## config.mk

```make
export PLATFORM = sky130hd
export DESIGN_NAME = mips_cpu_bus
export DESIGN_NICKNAME = d
export VERILOG_FILES = /design/src/common/mips_isa_pkg.sv /design/src/common/cpu_core_pkg.sv /design/src/rtl/control_unit.sv /design/src/rtl/register_file.sv /design/src/rtl/execute_unit.sv /design/src/rtl/load_store_lane.sv /design/src/rtl/bus_sequencer.sv /design/src/rtl/mips_cpu_bus.sv
export SDC_FILE = /design/constraint.sdc
export NUM_CORES = 2
export LEC_CHECK = 0
export ABC_AREA = 1
export BUFFER_PORTS_ARGS = -buffer_cell sky130_fd_sc_hd__buf_2
export CAP_MARGIN = 20
export CORE_AREA = 8 8 398 400
export CTS_CLUSTER_SIZE = 14
export DETAILED_ROUTE_END_ITERATION = 16
export DIE_AREA = 0 0 406 408
export PLACE_DENSITY_LB_ADDON = 0.08
export SYNTH_ARGS = -nofsm -noshare
export SYNTH_HDL_FRONTEND = slang
export SYNTH_HIERARCHICAL = 1
export SYNTH_SLANG_ARGS = --single-unit
```

## constraint.sdc

```tcl
create_clock -name clk -period 32.8 [get_ports clk]
set_clock_uncertainty 0.1 [all_clocks]
set_input_delay 4.92 -clock clk [delete_from_list [all_inputs] [get_ports clk]]
set_output_delay 4.92 -clock clk [all_outputs]
set_load 0.005 [all_outputs]
```

## src/common/mips_isa_pkg.sv

```systemverilog
////////////////////////////////////////
// MIPS ISA definitions
// instruction fields, opcodes and funct codes
////////////////////////////////////////
`default_nettype none

package mips_isa_pkg;

	// instruction field widths
	localparam int OPCODE_W  = 6;
	localparam int FUNCT_W   = 6;
	localparam int REG_IDX_W = 5;
	localparam int SHAMT_W   = 5;
	localparam int IMM_W     = 16;

	typedef logic [REG_IDX_W-1:0] reg_idx_t;

	// v0 holds the program result
	localparam reg_idx_t REG_V0 = 5'd2;

	// primary opcodes, bits 31:26
	typedef enum logic [OPCODE_W-1:0] {
		OP_SPECIAL = 6'h00,
		OP_BEQ     = 6'h04,
		OP_ADDIU   = 6'h09,
		OP_ORI     = 6'h0d,
		OP_LUI     = 6'h0f,
		OP_LW      = 6'h23,
		OP_LBU     = 6'h24,
		OP_SB      = 6'h28,
		OP_SW      = 6'h2b
	} opcode_t;

	// SPECIAL funct codes, bits 5:0
	typedef enum logic [FUNCT_W-1:0] {
		FN_SLL  = 6'h00,
		FN_JR   = 6'h08,
		FN_ADDU = 6'h21,
		FN_SUBU = 6'h23,
		FN_AND  = 6'h24,
		FN_OR   = 6'h25,
		FN_XOR  = 6'h26
	} funct_t;

endpackage

`default_nettype wire

```

## src/common/cpu_core_pkg.sv

```systemverilog
////////////////////////////////////////
// core datapath types
// widths, control struct, ALU ops, FSM states
////////////////////////////////////////
`default_nettype none

package cpu_core_pkg;

	localparam int XLEN = 32;

	typedef logic [XLEN-1:0]   word_t;
	typedef logic [XLEN/8-1:0] byte_en_t;

	typedef enum logic [2:0] {
		ALU_ADD,
		ALU_SUB,
		ALU_AND,
		ALU_OR,
		ALU_XOR,
		ALU_SLL,
		ALU_LUI
	} alu_op_t;

	// bus sequencer states
	typedef enum logic [2:0] {
		S_RESET,
		S_FETCH,
		S_EXECUTE,
		S_MEMORY,
		S_WRITEBACK
	} seq_state_t;

	// decoded control for the held instruction
	typedef struct packed {
		alu_op_t alu_op;
		logic    use_imm;
		logic    zero_ext_imm;
		logic    reg_write;
		logic    dest_is_rd;
		logic    mem_read;
		logic    mem_write;
		logic    mem_byte;
		logic    branch_eq;
		logic    jump_reg;
	} instr_ctrl_t;

	// one data transfer on the bus
	typedef struct packed {
		word_t    address;
		byte_en_t byte_en;
		word_t    write_data;
	} data_access_t;

endpackage

`default_nettype wire

```

## src/rtl/control_unit.sv

```systemverilog
////////////////////////////////////////
// control unit
// decodes the held instruction into control bits
////////////////////////////////////////
`timescale 1ns/1ns
`default_nettype none

module control_unit
	import mips_isa_pkg::*;
	import cpu_core_pkg::*;
(
	input  word_t       instruction,
	output instr_ctrl_t ctrl,
	output reg_idx_t    rs,
	output reg_idx_t    rt,
	output reg_idx_t    rd
);

	opcode_t opcode;
	funct_t  funct;

	assign opcode = opcode_t'(instruction[31:26]);
	assign funct  = funct_t'(instruction[5:0]);
	assign rs     = instruction[25:21];
	assign rt     = instruction[20:16];

	// R-type writes rd, I-type writes rt
	assign rd = ctrl.dest_is_rd ? instruction[15:11] : instruction[20:16];

	always_comb begin
		// unknown encodings fall through as a nop
		ctrl = '0;
		ctrl.alu_op = ALU_ADD;
		case (opcode)
			OP_SPECIAL: begin
				ctrl.dest_is_rd = 1'b1;
				ctrl.reg_write  = 1'b1;
				case (funct)
					FN_ADDU: ctrl.alu_op = ALU_ADD;
					FN_SUBU: ctrl.alu_op = ALU_SUB;
					FN_AND:  ctrl.alu_op = ALU_AND;
					FN_OR:   ctrl.alu_op = ALU_OR;
					FN_XOR:  ctrl.alu_op = ALU_XOR;
					FN_SLL:  ctrl.alu_op = ALU_SLL;
					FN_JR: begin
						ctrl.reg_write = 1'b0;
						ctrl.jump_reg  = 1'b1;
					end
					default: ctrl.reg_write = 1'b0;
				endcase
			end
			OP_ADDIU: begin
				ctrl.use_imm   = 1'b1;
				ctrl.reg_write = 1'b1;
			end
			OP_ORI: begin
				ctrl.alu_op       = ALU_OR;
				ctrl.use_imm      = 1'b1;
				ctrl.zero_ext_imm = 1'b1;
				ctrl.reg_write    = 1'b1;
			end
			OP_LUI: begin
				ctrl.alu_op    = ALU_LUI;
				ctrl.use_imm   = 1'b1;
				ctrl.reg_write = 1'b1;
			end
			OP_BEQ: begin
				ctrl.alu_op    = ALU_SUB;
				ctrl.branch_eq = 1'b1;
			end
			OP_LW, OP_LBU: begin
				ctrl.use_imm   = 1'b1;
				ctrl.reg_write = 1'b1;
				ctrl.mem_read  = 1'b1;
				ctrl.mem_byte  = (opcode == OP_LBU);
			end
			OP_SW, OP_SB: begin
				ctrl.use_imm   = 1'b1;
				ctrl.mem_write = 1'b1;
				ctrl.mem_byte  = (opcode == OP_SB);
			end
			default: ;
		endcase
	end

endmodule

`default_nettype wire

```

## src/rtl/register_file.sv

```systemverilog
////////////////////////////////////////
// register file
// 32 registers, r0 hard zero, v0 tap
////////////////////////////////////////
`timescale 1ns/1ns
`default_nettype none

module register_file
	import mips_isa_pkg::*;
	import cpu_core_pkg::*;
(
	input  logic     clk,
	input  logic     reset,
	input  reg_idx_t read_address_1,
	input  reg_idx_t read_address_2,
	input  logic     write_enable,
	input  reg_idx_t write_address,
	input  word_t    write_data,
	output word_t    read_data_1,
	output word_t    read_data_2,
	output word_t    register_v0
);

	localparam int NUM_REGS = 2 ** REG_IDX_W;

	word_t regs [NUM_REGS];

	always_ff @(posedge clk or posedge reset) begin
		if (reset) begin
			for (int i = 0; i < NUM_REGS; i++) begin
				regs[i] <= '0;
			end
		end else if (write_enable && write_address != '0) begin
			regs[write_address] <= write_data;
		end
	end

	assign read_data_1 = regs[read_address_1];
	assign read_data_2 = regs[read_address_2];
	assign register_v0 = regs[REG_V0];

	// r0 reads zero on both ports whatever was written
	assert property (@(posedge clk) disable iff (reset)
		(read_address_1 != '0 || read_data_1 == '0) &&
		(read_address_2 != '0 || read_data_2 == '0));

endmodule

`default_nettype wire

```

## src/rtl/execute_unit.sv

```systemverilog
////////////////////////////////////////
// execute unit
// ALU, branch compare, next PC and address
////////////////////////////////////////
`timescale 1ns/1ns
`default_nettype none

module execute_unit
	import mips_isa_pkg::*;
	import cpu_core_pkg::*;
(
	input  instr_ctrl_t ctrl,
	input  word_t       instruction,
	input  word_t       pc,
	input  word_t       operand_a,
	input  word_t       operand_b,
	output word_t       result,
	output word_t       effective_address,
	output word_t       next_pc
);

	logic [IMM_W-1:0]   imm;
	logic [SHAMT_W-1:0] shamt;
	word_t              ext_imm;
	word_t              alu_b;
	word_t              pc_plus_4;
	word_t              branch_target;

	assign imm   = instruction[IMM_W-1:0];
	assign shamt = instruction[10:6];

	// ORI zero extends, the rest sign extend
	assign ext_imm = ctrl.zero_ext_imm ? {{(XLEN-IMM_W){1'b0}}, imm}
	                                   : {{(XLEN-IMM_W){imm[IMM_W-1]}}, imm};
	assign alu_b   = ctrl.use_imm ? ext_imm : operand_b;

	always_comb begin
		case (ctrl.alu_op)
			ALU_ADD: result = operand_a + alu_b;
			ALU_SUB: result = operand_a - alu_b;
			ALU_AND: result = operand_a & alu_b;
			ALU_OR:  result = operand_a | alu_b;
			ALU_XOR: result = operand_a ^ alu_b;
			ALU_SLL: result = operand_b << shamt;
			ALU_LUI: result = {imm, {(XLEN-IMM_W){1'b0}}};
			default: result = '0;
		endcase
	end

	// base plus offset for loads and stores
	assign effective_address = operand_a + ext_imm;

	assign pc_plus_4     = pc + word_t'(4);
	assign branch_target = pc_plus_4 + {ext_imm[XLEN-3:0], 2'b00};

	// no delay slot, a taken branch goes straight to its target
	always_comb begin
		if (ctrl.jump_reg) begin
			next_pc = operand_a;
		end else if (ctrl.branch_eq && operand_a == operand_b) begin
			next_pc = branch_target;
		end else begin
			next_pc = pc_plus_4;
		end
	end

endmodule

`default_nettype wire

```

## src/rtl/load_store_lane.sv

```systemverilog
////////////////////////////////////////
// load/store lanes
// byte enables, store placement, load extract
////////////////////////////////////////
`timescale 1ns/1ns
`default_nettype none

module load_store_lane
	import cpu_core_pkg::*;
(
	input  instr_ctrl_t  ctrl,
	input  word_t        effective_address,
	input  word_t        store_value,
	input  word_t        load_word,
	output data_access_t access,
	output word_t        load_value
);

	logic [1:0] lane;
	logic [7:0] load_byte;

	assign lane = effective_address[1:0];

	// bus addresses are always word aligned
	assign access.address = {effective_address[XLEN-1:2], 2'b00};

	always_comb begin
		if (!(ctrl.mem_read || ctrl.mem_write)) begin
			access.byte_en    = '0;
			access.write_data = store_value;
		end else if (ctrl.mem_byte) begin
			// one-hot lane, byte copied to every lane
			access.byte_en    = byte_en_t'(1) << lane;
			access.write_data = {(XLEN/8){store_value[7:0]}};
		end else begin
			access.byte_en    = '1;
			access.write_data = store_value;
		end
	end

	assign load_byte = load_word[8*lane +: 8];

	// LBU zero extends the selected lane
	assign load_value = ctrl.mem_byte ? {{(XLEN-8){1'b0}}, load_byte} : load_word;

endmodule

`default_nettype wire

```

## src/rtl/bus_sequencer.sv

```systemverilog
////////////////////////////////////////
// bus sequencer
// Avalon master FSM, PC and instruction register
////////////////////////////////////////
`timescale 1ns/1ns
`default_nettype none

module bus_sequencer
	import cpu_core_pkg::*;
#(
	parameter word_t RESET_VECTOR = 32'hbfc0_0000
) (
	input  logic         clk,
	input  logic         reset,
	input  instr_ctrl_t  ctrl,
	input  word_t        next_pc,
	input  data_access_t access,
	output word_t        pc,
	output word_t        instruction,
	output word_t        load_word,
	output logic         exec_commit,
	output logic         load_commit,
	output logic         active,
	output word_t        address,
	output logic         write,
	output logic         read,
	input  logic         waitrequest,
	output word_t        writedata,
	output byte_en_t     byteenable,
	input  word_t        readdata
);

	seq_state_t state;
	seq_state_t state_next;
	logic       halted;
	logic       fetch_req;
	logic       data_req;

	always_ff @(posedge clk or posedge reset) begin
		if (reset) begin
			state  <= S_RESET;
			pc     <= RESET_VECTOR;
			halted <= 1'b0;
		end else begin
			state <= state_next;
			// PC commits once per instruction, JR to 0 halts
			if (state == S_EXECUTE) begin
				pc <= next_pc;
				if (next_pc == '0) begin
					halted <= 1'b1;
				end
			end
		end
	end

	always_ff @(posedge clk) begin
		if (fetch_req && !waitrequest) begin
			instruction <= readdata;
		end
		if (data_req && ctrl.mem_read && !waitrequest) begin
			load_word <= readdata;
		end
	end

	always_comb begin
		state_next = state;
		case (state)
			S_RESET:     state_next = S_FETCH;
			S_FETCH: begin
				if (!halted && !waitrequest) begin
					state_next = S_EXECUTE;
				end
			end
			S_EXECUTE: begin
				if (ctrl.mem_read || ctrl.mem_write) begin
					state_next = S_MEMORY;
				end else begin
					state_next = S_FETCH;
				end
			end
			S_MEMORY: begin
				if (!waitrequest) begin
					state_next = ctrl.mem_read ? S_WRITEBACK : S_FETCH;
				end
			end
			S_WRITEBACK: state_next = S_FETCH;
			default:     state_next = S_RESET;
		endcase
	end

	assign fetch_req = (state == S_FETCH) && !halted;
	assign data_req  = (state == S_MEMORY);

	assign read       = fetch_req || (data_req && ctrl.mem_read);
	assign write      = data_req && ctrl.mem_write;
	assign address    = data_req ? access.address : pc;
	assign writedata  = access.write_data;
	assign byteenable = fetch_req ? '1 : (data_req ? access.byte_en : '0);

	// loads write back later in their own cycle
	assign exec_commit = (state == S_EXECUTE) && !ctrl.mem_read;
	assign load_commit = (state == S_WRITEBACK);
	assign active      = !halted;

	assert property (@(posedge clk) disable iff (reset) !(read && write));

	assert property (@(posedge clk) disable iff (reset)
		(read || write) |-> (address[1:0] == 2'b00));

	// a stalled request holds until waitrequest drops
	assert property (@(posedge clk) disable iff (reset)
		(read || write) && waitrequest |=>
		$stable(read) && $stable(write) && $stable(address) &&
		$stable(byteenable) && $stable(writedata));

endmodule

`default_nettype wire

```

## src/rtl/mips_cpu_bus.sv

```systemverilog
////////////////////////////////////////
// MIPS core with Avalon master port
// top level, connects the five units
////////////////////////////////////////
`timescale 1ns/1ns
`default_nettype none

module mips_cpu_bus
	import mips_isa_pkg::*;
	import cpu_core_pkg::*;
#(
	parameter word_t RESET_VECTOR = 32'hbfc0_0000
) (
	input  logic     clk,
	input  logic     reset,
	output logic     active,
	output word_t    register_v0,
	output word_t    address,
	output logic     write,
	output logic     read,
	input  logic     waitrequest,
	output word_t    writedata,
	output byte_en_t byteenable,
	input  word_t    readdata
);

	instr_ctrl_t  ctrl;
	data_access_t access;
	reg_idx_t     rs;
	reg_idx_t     rt;
	reg_idx_t     rd;
	word_t        pc;
	word_t        instruction;
	word_t        next_pc;
	word_t        operand_a;
	word_t        operand_b;
	word_t        result;
	word_t        effective_address;
	word_t        load_word;
	word_t        load_value;
	word_t        reg_write_data;
	logic         reg_write_enable;
	logic         exec_commit;
	logic         load_commit;

	// writeback source and strobe
	assign reg_write_data   = ctrl.mem_read ? load_value : result;
	assign reg_write_enable = ctrl.reg_write && (exec_commit || load_commit);

	bus_sequencer #(
		.RESET_VECTOR(RESET_VECTOR)
	) i_bus_sequencer (
		.clk         (clk),
		.reset       (reset),
		.ctrl        (ctrl),
		.next_pc     (next_pc),
		.access      (access),
		.pc          (pc),
		.instruction (instruction),
		.load_word   (load_word),
		.exec_commit (exec_commit),
		.load_commit (load_commit),
		.active      (active),
		.address     (address),
		.write       (write),
		.read        (read),
		.waitrequest (waitrequest),
		.writedata   (writedata),
		.byteenable  (byteenable),
		.readdata    (readdata)
	);

	control_unit i_control_unit (
		.instruction (instruction),
		.ctrl        (ctrl),
		.rs          (rs),
		.rt          (rt),
		.rd          (rd)
	);

	register_file i_register_file (
		.clk            (clk),
		.reset          (reset),
		.read_address_1 (rs),
		.read_address_2 (rt),
		.write_enable   (reg_write_enable),
		.write_address  (rd),
		.write_data     (reg_write_data),
		.read_data_1    (operand_a),
		.read_data_2    (operand_b),
		.register_v0    (register_v0)
	);

	execute_unit i_execute_unit (
		.ctrl              (ctrl),
		.instruction       (instruction),
		.pc                (pc),
		.operand_a         (operand_a),
		.operand_b         (operand_b),
		.result            (result),
		.effective_address (effective_address),
		.next_pc           (next_pc)
	);

	load_store_lane i_load_store_lane (
		.ctrl              (ctrl),
		.effective_address (effective_address),
		.store_value       (operand_b),
		.load_word         (load_word),
		.access            (access),
		.load_value        (load_value)
	);

endmodule

`default_nettype wire

```

==> impl_metrics.csv <==
group,metric,value,unit
placed_design,gp_congestion,1.08,
routing,drt-vias-per-instance,6.11,
cts,cts-root-buf,"clkbuf_16",
critical_path,arrival,7.41,ns
global_routing,grt_pass1_wl,500000,um
timing,setup_violations,0,
critical_path,cp-start-kind,"flop",
yosys,synthCells,11500,
critical_path,critical_path.top_delay_family,"buffers and inverters",
timing,tightestPinTransition,1.13,ns
worst_hold_path,hp-start,"i_register_file/regs[1009]$_DFFE_PP0P_",
finish,layout_commonest_cell,"nand2_1",
die,rows,144,
cts,ctsResizeCount,0,
worst_hold_path,hold_class,"flop to flop",
yosys,syn-cell-area,75500,sq um
critical_path,timing.rr.start,"i_bus_sequencer/instruction[16]$_DFFE_PP_",
timing,timing.hold.ws,0.299,ns
global_routing,grt-ovfl-total,0,
critical_path,worst_path_max_delay_cell,"buf_4",
global_routing,grt.total_usage,39.8,%
routing,drc,0,
yosys,synth.distinct_cells,63,
critical_path,end_kind,"primary output",
yosys,ys_ff_latch,1124,
die,fp.dieH,408,um
cts,htreeDepth,4,
global_routing,grt_start_max_net_pins,175,
routing,wire_per_inst,25.9,um
global_routing,grt_pass1_vias,74300,
cts,cts_tree,"built",
cts,clock_latency,0.80,ns
outcome,outcome,"finished clean",
yosys,yosys_warnings,6,
yosys,avgSynthCellArea,6.55,sq um
flow_run,maxCapViolations,0,
critical_path,crit_path_max_incr_delay,0.84,ns
timing,hold_viol,0,
timing,final_max_slew_viol_count,0,
yosys,synth-async-reset-ratio,94.3,%
die,core,153000,sq um
timing,min_period,12.43,ns
timing,finalSetupTns,0,ns
yosys,ys.flop_type,"dfrtp_1",
finish,nets,11200,
power,max-vdd-ir-drop,0.0846,mV
critical_path,crit_start,"i_bus_sequencer/instruction[22]$_DFFE_PP_",
finish,areaGrowthSynthToFinish,6.98,%
placed_design,hpwl,215000,um
critical_path,cp_cell_sequence,"inv_8 -> buf_4 -> buf_4 -> buf_4 -> nand3_1 -> nand3_1 -> nand2_1 -> nand2_1 -> nand2_1 -> nand2_1 -> nand2_1 -> ha_1 -> nand2_1 -> nor2_1 -> inv_1 -> nor2_1 -> nand3_1 -> nand3_1 -> nand2_1 -> nand2_1 -> xor2_1 -> nand2_1 -> nand2_1 -> buf_2",
routing,drtAntennaViolNets,0,
timing,slew_headroom,24.5,%
routing,wirelength,341000,um
cts,clkTransAtPathRegs,0.06,ns
finish,drive_gt1_share,6.24,%
cts,clockBufferDepth,3,
power,powerDensity,79.2,nW/um^2
die,dieWidth,406,um
critical_path,path_class,"flop to primary output",
yosys,seq_area_frac_synth,37.7,%
critical_path,critPathBufInv,6,
timing,rsz0062_at_grt,"no",
die,die_area,166000,sq um
cts,clock_sinks,1124,
cts,cts_setup_buffers,0,
timing,fmax,0.0804,GHz
cts,postCtsHoldBufs,0,
yosys,synth_edf_count,64,
power,finalPower,6.40,mW
timing,period_share,37.9,%
cts,cts_made_buffers,133,
critical_path,cp_max_fo,91,
critical_path,cp_common_cell,"nand2_1",
global_routing,antenna_found_initial,24,
routing,dr.pass1.iters,7,
die,start_util,49.5,%
power,leakage,38.2,nW
placed_design,port_buffers,137,
critical_path,worstPathRequired,27.78,ns
routing,vias,80600,
die,num_io_pins,138,
finish,final_cell_mix,"nand2_1, nand3_1, dfrtp_1",
finish,layoutNonFillerInstCount,13200,
placed_design,placed_cells,12900,
routing,drtIter0Drc,12300,
==> per-stage QoR <==
stage	cell area, sq um	util (%)	worst slack [ns]
3_3_place_gp	75800	49.7	21.32
6_report	80800	53.0	20.37
5_1_grt	80800	52.9	20.12
4_1_cts	80500	52.8	20.48
3_5_place_dp	75900	49.7	21.28
2_1_floorplan	75600	-	13.67
==> path summary, 6_finish.rpt <==
path,endpoint,slack [ns],cells after the start
max reg2reg,i_register_file/regs[921]$_DFFE_PP0P_,22.41,35
min in group asynchronous,i_register_file/regs[658]$_DFFE_PP0P_,4.14,2
max,address[27],20.37,24
min reg2reg,i_register_file/regs[1009]$_DFFE_PP0P_,0.30,0
min,i_register_file/regs[1009]$_DFFE_PP0P_,0.30,0
max in group asynchronous,i_register_file/regs[431]$_DFFE_PP0P_,23.80,7
==> final cells by class <==
class                      count  area (sq um)
fill                       15600         71800
multi-input combinational   9027         41100
sequential                  1124         28500
clock buffer                 192          3820
tap                         2044          2560
timing repair buffer         319          2450
inverter                     423          1650
clock inverter                48           773
antenna                       15          37.5
==> Yosys cell counts (8+ instances only) <==
cell type,n,area [sq um]
inv_2,20,75.1
mux2i_1,12,120
or2_2,27,169
inv_1,398,1490
nand3b_1,10,75.1
dfstp_2,9,236
nand3_1,1753,8770
nand2_1,4800,18000
clkbuf_1,598,2240
a21oi_1,313,1570
o211ai_1,25,188
buf_4,122,916
nand2_2,40,250
ha_1,158,1980
o21bai_1,17,128
a21o_1,15,113
buf_1,66,248
nor2_2,11,68.8
xnor2_1,18,158
buf_2,142,711
dfrtp_1,1051,26300
o21ai_1,58,290
o22ai_1,9,56.3
buf_6,23,259
nor3_1,54,270
nor2_4,8,90.1
nand4_1,41,257
o21ai_0,978,4890
a221oi_1,27,236
nor2_1,489,1840
xor2_1,84,736
o21ai_2,14,123
edfxtp_1,64,1920
==> cells by family after synthesis <==
group / Yosys count / share of synthesized area (%)
AO/OA/AOI/OAI: 1481 / 10.3
multiplexers: 12 / 0.159
XOR/XNOR: 102 / 1.18
AND/OR/NAND/NOR: 7269 / 39.9
buffers and inverters: 1380 / 8.04
other: 1 / 0.00496
flip-flops: 1124 / 37.7
adder cells (fa/ha/maj): 161 / 2.70
==> registers in the layout, summed over array words and instances, names as in the netlist <==
name                         cells
i_bus_sequencer/halted           1
i_bus_sequencer/load_word       32
i_bus_sequencer/instruction     32
i_bus_sequencer/state            3
i_bus_sequencer/pc              32
i_register_file/register_v0     32
i_register_file/regs           992
==> routing by layer <==
metal / wire length (um) / vias up / track usage, %
li1: - / 36300 / -
met4: 20600 / 14 / 20.6
met5: 154 / - / 0.292
met1: 139000 / 38100 / 55.8
met3: 44900 / 1009 / 11.9
met2: 136000 / 5257 / 55.0
==> report_power, final <==
group | leakage (nW) | internal, mW | switching, mW | total, mW
Clock | 2.23 | 0.909 | 0.656 | 1.57
Combinational | 20.6 | 0.765 | 2.51 | 3.28
Sequential | 15.3 | 1.48 | 0.0729 | 1.56
Total | 38.2 | 3.16 | 3.24 | 6.40
Power figures use the tool's default switching activity.
